[config.mk]
export PLATFORM = sky130hd
export DESIGN_NAME = hwl_top
export DESIGN_NICKNAME = d
export VERILOG_FILES = /design/src/rtl/hwl_pkg.sv /design/src/rtl/hwl_loop_regfile.sv /design/src/rtl/hwl_level_tracker.sv /design/src/rtl/hwl_exit_count.sv /design/src/rtl/hwl_pc_redirect.sv /design/src/rtl/hwl_top.sv
export SDC_FILE = /design/constraint.sdc
export NUM_CORES = 1
export LEC_CHECK = 0
export CAP_MARGIN = 10
export CORE_MARGIN = 10
export CORE_UTILIZATION = 55
export CTS_BUF_LIST = sky130_fd_sc_hd__clkbuf_4 sky130_fd_sc_hd__clkbuf_8
export CTS_CLUSTER_DIAMETER = 120
export CTS_CLUSTER_SIZE = 24
export DETAILED_ROUTE_END_ITERATION = 7
export DONT_BUFFER_PORTS = 1
export MAX_ROUTING_LAYER = met4
export PLACE_DENSITY_LB_ADDON = 0.15
export SLEW_MARGIN = 10
export SYNTH_ARGS = -nofsm -noshare
export SYNTH_HDL_FRONTEND = slang
export SYNTH_SLANG_ARGS = --single-unit
[constraint.sdc]
create_clock -name clk -period 15.5 [get_ports clk]
set_input_delay 2.325 -clock clk [delete_from_list [all_inputs] [get_ports clk]]
set_output_delay 2.325 -clock clk [all_outputs]
set_load 0.03 [all_outputs]
[src/rtl/hwl_pkg.sv]
package hwl_pkg;

  // --------------------------------------------------
  // sizes and fixed addresses
  // --------------------------------------------------

  // entries in the loop register file
  localparam int HWL_DEPTH = 8;

  // word index zero maps here
  localparam logic [31:0] HWL_BASE_PC = 32'h1000_0000;

  // custom opcodes seen in inst[6:0]
  localparam logic [6:0] HWL_OPC_CFG = 7'h3C;
  localparam logic [6:0] HWL_OPC_MERGE = 7'h14;

  // merge also needs this funct3 in inst[14:12]
  localparam logic [2:0] HWL_F3_MERGE = 3'h2;

  // fetch select codes toward next pc mux
  localparam logic [1:0] HWL_PCSEL_SEQ = 2'd0;
  localparam logic [1:0] HWL_PCSEL_LOOP = 2'd2;

  // --------------------------------------------------
  // types
  // --------------------------------------------------

  // nesting level, 0 means no active loop
  typedef logic [2:0] hwl_level_t;

  // one loop register entry
  // start in 31:23, len in 22:17, tag in 16:12, count in 11:0
  typedef struct packed {
    // first word of the loop body
    logic [8:0] start;
    // body length in words
    logic [5:0] len;
    // reserved
    logic [4:0] tag;
    // iterations still to go
    logic [11:0] count;
  } hwl_entry_t;

  // decoded instruction kind
  typedef enum logic [1:0] {
    op_none = 2'd0,
    op_cfg = 2'd1,
    op_merge = 2'd2
  } hwl_op_e;

  // command into the register file
  typedef struct packed {
    hwl_op_e op;
    // target entry
    logic [2:0] addr;
    // write data on cfg, immediate on merge
    logic [31:0] data;
  } hwl_cmd_t;

endpackage

[src/rtl/hwl_loop_regfile.sv]
`timescale 1ns/1ps

module hwl_loop_regfile (
  input  logic                             clk,
  input  logic                             rst,
  input  hwl_pkg::hwl_cmd_t                cmd,
  input  hwl_pkg::hwl_level_t              level,
  input  logic                             dec,
  output hwl_pkg::hwl_entry_t              cur,
  output logic [hwl_pkg::HWL_DEPTH-1:0]    zero_vec
);

  // --------------------------------------------------
  // storage
  // --------------------------------------------------

  // entry 0 is never active, level 0 means idle
  hwl_pkg::hwl_entry_t ent [hwl_pkg::HWL_DEPTH];

  // merged value for the addressed entry
  logic [31:0] merged;

  assign merged = ent[cmd.addr] | cmd.data;

  // write side
  // cfg and merge take priority over the decrement
  always_ff @(posedge clk) begin
    if (rst) begin
      for (int i = 0; i < hwl_pkg::HWL_DEPTH; i++) begin
        ent[i] <= '0;
      end
    end else begin
      case (cmd.op)
        hwl_pkg::op_cfg: begin
          // full overwrite
          ent[cmd.addr] <= hwl_pkg::hwl_entry_t'(cmd.data);
        end
        hwl_pkg::op_merge: begin
          // or in the immediate
          ent[cmd.addr] <= hwl_pkg::hwl_entry_t'(merged);
        end
        default: begin
          // one more trip through the active body
          if (dec) begin
            ent[level].count <= ent[level].count - 12'd1;
          end
        end
      endcase
    end
  end

  // --------------------------------------------------
  // read side
  // --------------------------------------------------

  // active entry picked by level
  assign cur = ent[level];

  // per entry count-is-zero flags
  // used by the exit counter to pop nested levels together
  always_comb begin
    for (int i = 0; i < hwl_pkg::HWL_DEPTH; i++) begin
      zero_vec[i] = (ent[i].count == 12'd0);
    end
  end

endmodule

[src/rtl/hwl_level_tracker.sv]
`timescale 1ns/1ps

module hwl_level_tracker (
  input  logic                  clk,
  input  logic                  rst,
  input  logic [31:0]           inst,
  input  logic                  ena_inst,
  input  logic [2:0]            wa,
  input  logic [31:0]           wd,
  input  logic [31:0]           imm,
  input  logic                  fall_thru,
  input  hwl_pkg::hwl_level_t   pop,
  output hwl_pkg::hwl_cmd_t     cmd,
  output hwl_pkg::hwl_level_t   level
);

  // --------------------------------------------------
  // decode
  // --------------------------------------------------

  hwl_pkg::hwl_op_e op;

  // opcode and funct3 fields
  logic [6:0] opc;
  logic [2:0] f3;

  assign opc = inst[6:0];
  assign f3 = inst[14:12];

  // nothing decodes unless the instruction is valid
  always_comb begin
    op = hwl_pkg::op_none;
    if (ena_inst) begin
      if (opc == hwl_pkg::HWL_OPC_CFG) begin
        op = hwl_pkg::op_cfg;
      end else if (opc == hwl_pkg::HWL_OPC_MERGE && f3 == hwl_pkg::HWL_F3_MERGE) begin
        op = hwl_pkg::op_merge;
      end
    end
  end

  // command for the register file
  always_comb begin
    cmd.op = op;
    cmd.addr = wa;
    // cfg carries wd, merge carries the immediate
    cmd.data = (op == hwl_pkg::op_cfg) ? wd : imm;
  end

  // --------------------------------------------------
  // nesting level
  // --------------------------------------------------

  // top level reached, no further push
  logic at_top;
  // pop would go past level 0
  logic pop_under;

  assign at_top = (level == 3'd7);
  assign pop_under = (pop >= level);

  // merge pushes one level
  // fall through drops the whole exited run
  always_ff @(posedge clk) begin
    if (rst) begin
      level <= '0;
    end else if (op == hwl_pkg::op_merge) begin
      if (!at_top) begin
        level <= level + 3'd1;
      end
    end else if (fall_thru) begin
      // floor at zero
      if (pop_under) begin
        level <= '0;
      end else begin
        level <= level - pop;
      end
    end
  end

endmodule

[src/rtl/hwl_exit_count.sv]
`timescale 1ns/1ps

module hwl_exit_count (
  input  hwl_pkg::hwl_level_t                level,
  input  logic [hwl_pkg::HWL_DEPTH-1:0]      zero_vec,
  output hwl_pkg::hwl_level_t                pop
);

  // flags of the enclosing levels only, level-1 down to 1
  logic [hwl_pkg::HWL_DEPTH-1:0] below_mask;
  logic [hwl_pkg::HWL_DEPTH-1:0] masked;
  // level-1 shifted up to the msb
  logic [hwl_pkg::HWL_DEPTH-1:0] aligned;
  // length of the zero run below the active level
  hwl_pkg::hwl_level_t run_len;
  logic run;

  // bits 0..level-1 set, then bit 0 dropped since level 0 is idle
  assign below_mask = ((hwl_pkg::HWL_DEPTH'(1) << level) - 1'b1) &
                      ~hwl_pkg::HWL_DEPTH'(1);
  assign masked = zero_vec & below_mask;
  assign aligned = masked << (hwl_pkg::HWL_DEPTH - level);

  // leading ones from the msb down
  // stops at the first enclosing loop that still has trips left
  always_comb begin
    run = 1'b1;
    run_len = '0;
    for (int j = hwl_pkg::HWL_DEPTH - 1; j >= 0; j--) begin
      if (run && aligned[j]) begin
        run_len = run_len + 3'd1;
      end else begin
        run = 1'b0;
      end
    end
  end

  // the active level itself always exits
  assign pop = run_len + 3'd1;

endmodule

[src/rtl/hwl_pc_redirect.sv]
`timescale 1ns/1ps

module hwl_pc_redirect (
  input  logic [31:0]           pc,
  input  logic                  ena_inst,
  input  hwl_pkg::hwl_level_t   level,
  input  hwl_pkg::hwl_entry_t   cur,
  output logic                  redirect,
  output logic                  fall_thru,
  output logic [1:0]            pc_sel_upper,
  output logic [31:0]           pc_next
);

  // --------------------------------------------------
  // loop addresses
  // --------------------------------------------------

  // end index needs one extra bit for start + len
  logic [9:0] end_idx;
  logic [31:0] end_pc;
  logic [31:0] start_pc;

  assign end_idx = {1'b0, cur.start} + {4'b0, cur.len};

  // word index to byte address
  assign end_pc = hwl_pkg::HWL_BASE_PC + {20'b0, end_idx, 2'b00};
  assign start_pc = hwl_pkg::HWL_BASE_PC + {21'b0, cur.start, 2'b00};

  // --------------------------------------------------
  // end detect and select
  // --------------------------------------------------

  logic active;
  logic at_end;
  logic cnt_zero;

  assign active = (level != '0);
  assign at_end = active && ena_inst && (pc == end_pc);
  assign cnt_zero = (cur.count == 12'd0);

  // trips left, jump back
  assign redirect = at_end && !cnt_zero;
  // last trip done, fetch continues past the body
  assign fall_thru = at_end && cnt_zero;

  always_comb begin
    if (redirect) begin
      pc_sel_upper = hwl_pkg::HWL_PCSEL_LOOP;
      pc_next = start_pc;
    end else begin
      pc_sel_upper = hwl_pkg::HWL_PCSEL_SEQ;
      pc_next = pc;
    end
  end

endmodule

[src/rtl/hwl_top.sv]
`timescale 1ns/1ps

module hwl_top (
  input  logic                  clk,
  input  logic                  rst,
  input  logic [31:0]           pc,
  input  logic [31:0]           inst,
  input  logic                  ena_inst,
  input  logic [2:0]            wa,
  input  logic [31:0]           wd,
  input  logic [31:0]           imm,
  output logic [1:0]            pc_sel_upper,
  output logic [31:0]           pc_next,
  output hwl_pkg::hwl_level_t   loop_level,
  output logic [11:0]           loop_count
);

  // --------------------------------------------------
  // internal links
  // --------------------------------------------------

  hwl_pkg::hwl_cmd_t cmd;
  hwl_pkg::hwl_level_t level;
  hwl_pkg::hwl_level_t pop;
  hwl_pkg::hwl_entry_t cur;
  logic [hwl_pkg::HWL_DEPTH-1:0] zero_vec;
  // redirect doubles as the decrement strobe
  logic redirect;
  logic fall_thru;

  // decode and level register
  hwl_level_tracker hwl_level_tracker_i (
    .clk       (clk),
    .rst       (rst),
    .inst      (inst),
    .ena_inst  (ena_inst),
    .wa        (wa),
    .wd        (wd),
    .imm       (imm),
    .fall_thru (fall_thru),
    .pop       (pop),
    .cmd       (cmd),
    .level     (level)
  );

  // loop entries
  hwl_loop_regfile hwl_loop_regfile_i (
    .clk      (clk),
    .rst      (rst),
    .cmd      (cmd),
    .level    (level),
    .dec      (redirect),
    .cur      (cur),
    .zero_vec (zero_vec)
  );

  // how many levels a fall through leaves
  hwl_exit_count hwl_exit_count_i (
    .level    (level),
    .zero_vec (zero_vec),
    .pop      (pop)
  );

  // end compare and next pc
  hwl_pc_redirect hwl_pc_redirect_i (
    .pc           (pc),
    .ena_inst     (ena_inst),
    .level        (level),
    .cur          (cur),
    .redirect     (redirect),
    .fall_thru    (fall_thru),
    .pc_sel_upper (pc_sel_upper),
    .pc_next      (pc_next)
  );

  assign loop_level = level;
  assign loop_count = cur.count;

endmodule

==> reports/qor.txt <==
Total Routing Usage GR = 0.251
drt via density = 6.92
Final min period = 8550 ps
clock latency on the worst-skew pair = 540 ps
Die ar. = 32400 um2
Final HPWL DP = 27500 um
setup violators final = 0
synthesis-stage register bit count = 222
Synth area leader = edfxtp_1
vias in the first global route = 9839
sequential share of the synthesized area = 0.469
max-cap violation count = 0
Slowest cell on crit path = dfxtp_1
Die Wd = 180 um
run status = complete, no violations
Synth async-reset ratio = 0
Setup CP Type = reg -> reg
startpoint types = register
Max Buffers Root-to-Sink = 3
CP max stage delay = 940 ps
Antenna Cells = 0
Area Overhead vs Synth = 2.50%
crit share post-route = 0.551
crit end category = register
# rows = 58
Setup TNS Final = 0 ps
Hold/Removal Path Class = reg -> reg
WL final = 41000 um
IO Port Bufs = 0
Leak = 4.70 nW
iteration-0 DRC count of the detailed router = 1207
pwr/cell area = 78.0 nW/um2
pin count of the biggest net entering global routing = 62
cells after synthesis = 1179
net count after synthesis = 1339
top_reg_cell synth = edfxtp_1
Initial Utilization = 0.559
largest cells by area after synthesis = edfxtp_1, mux4_2, nor2_1
Core ar. = 25200 um2
max_slew headroom = 0.275
final cell count without fillers = 1449
synthesized cell area = 14100 um2
I/O pin count = 183
final clock skew = 35.2 ps
CTS tree = done
family with the most delay on the worst path = compound AO/OA/AOI/OAI gates
DR DRC count = 0
DR pass1 iterations = 5
Final ANT Viol Nets = 0
RD Place Congestion = 0.897
Netlist cell types = 78
Nets = 1272
fin. max-slew vios = 0
hold buffers post-CTS = 0
grt ovf = 0
share of cells above drive strength 1 = 0.177
die height = 180 um
WP data arrival = 8980 ps
Post-CTS Setup Bufs = 0
unrepaired setup endpoints after global routing = false
worst slew pin tran = 1090 ps
WHS = 1180 ps
initial antenna violation count = 0
Synthesis Warnings = 0
DR vias = 10.0k
placed insts = 1427
CP most frequent cell = ha_1
most frequent cells after synthesis = nor2_1, edfxtp_1, mux4_2, clkbuf_1, mux2i_1
top-count cell post-synth = nor2_1
WP data required = 15930 ps
area share of the largest cell type after synthesis = 0.461
Post-synth EDFFs = 216
Final Hold Viols = 0
drt wl/cell = 28.3 um
post_cts resized = 0
Clk pin slew, worst setup/hold paths = 160 ps
Root Driver = clkbuf_8
fmax = 0.117 GHz
first-pass GRT wire length = 61500 um
filler cell count = 2021
H-tree Lvls = 1
CTS Sinks = 222
critical-path maximum fanout = 18
Num CTS Buffers = 13
Critical path buffers and inverters = 3
Avg Synthesized Cell Area = 11.9 um2
Peak VDD IR = 50.6 uV
[worst reg2reg max path: cells and delay by family, from the launching register on]
family / cells / cell delay (ps)
AOI/OAI and AO/OA: 10 / 2820
adders and majority gates: 8 / 2320
DFF: 1 / 940
muxes: 4 / 860
buffers and inverters: 3 / 710
and+or+nand+nor: 2 / 500
xor gates and xnor gates: 2 / 300
[cell families after synthesis]
| logic type | synth area share |
|---|---|
| other | 0.000266 |
| xor gates and xnor gates | 0.0178 |
| and+or+nand+nor | 0.153 |
| muxes | 0.236 |
| AOI/OAI and AO/OA | 0.0621 |
| adders and majority gates | 0.0242 |
| DFF | 0.469 |
| buffers and inverters | 0.0372 |
[flip-flops by register name, indices dropped and copies added, names as in the netlist, named ones only]
name	count
hwl_level_tracker_i.level	3
hwl_loop_regfile_i.ent	216
[layer usage]
metal | global-route usage | up-vias | share of wire
li1 | - | 4342 | -
met1 | 0.331 | 5061 | 0.39
met2 | 0.397 | 579 | 0.48
met3 | 0.0502 | 48 | 0.11
met4 | 0.0543 | 0 | 0.020
met5 | - | - | 0
[power by group]
part           internal (W)  switching (W)
registers          0.000685      0.0000181
clock network      0.000101       0.000193
logic             0.0000570      0.0000714
[placed cells by master, fill, tap and decap left out, types with 21 or more instances in the layout]
cell type / count
o22ai_1: 29
inv_1: 28
ha_1: 24
nor4_1: 31
nand2_1: 39
mux2_2: 26
mux4_2: 106
xnor2_1: 21
mux2i_1: 47
nor2_1: 287
edfxtp_1: 216
[worst paths after layout]
| kind | start | to | slack (ps) | cells past startpoint |
|---|---|---|---|---|
| min | hwl_level_tracker_i.level[0] | register | 1180 | 3 |
| max | hwl_level_tracker_i.level[2] | register | 6950 | 29 |
| max reg2reg | hwl_level_tracker_i.level[2] | register | 6950 | 29 |
| min reg2reg | hwl_level_tracker_i.level[0] | register | 1180 | 3 |
[per-stage QoR]
step | total power [W] | cell area [um2] | setup WS [ps] | utilization
2_1_floorplan | 0.000823 | 14100 | 7930 | -
3_3_place_gp | 0.000840 | 14200 | 7260 | 0.563
3_5_place_dp | 0.000844 | 14200 | 7150 | 0.563
4_1_cts | 0.00112 | 14400 | 7060 | 0.573
5_1_grt | 0.00115 | 14400 | 6290 | 0.573
6_report | 0.00113 | 14400 | 6950 | 0.573
[layout make-up]
class | instances | area [um2] | area share
inverter | 30 | 113 | 0.00781
sequential | 222 | 6610 | 0.458
multi-input combinational | 834 | 6950 | 0.482
timing repair buffer | 11 | 82.6 | 0.00572
clock inverter | 2 | 27.5 | 0.00191
clock buffer | 20 | 231 | 0.0160
tap | 330 | 413 | 0.0286
Power figures use the tool's default switching activity.
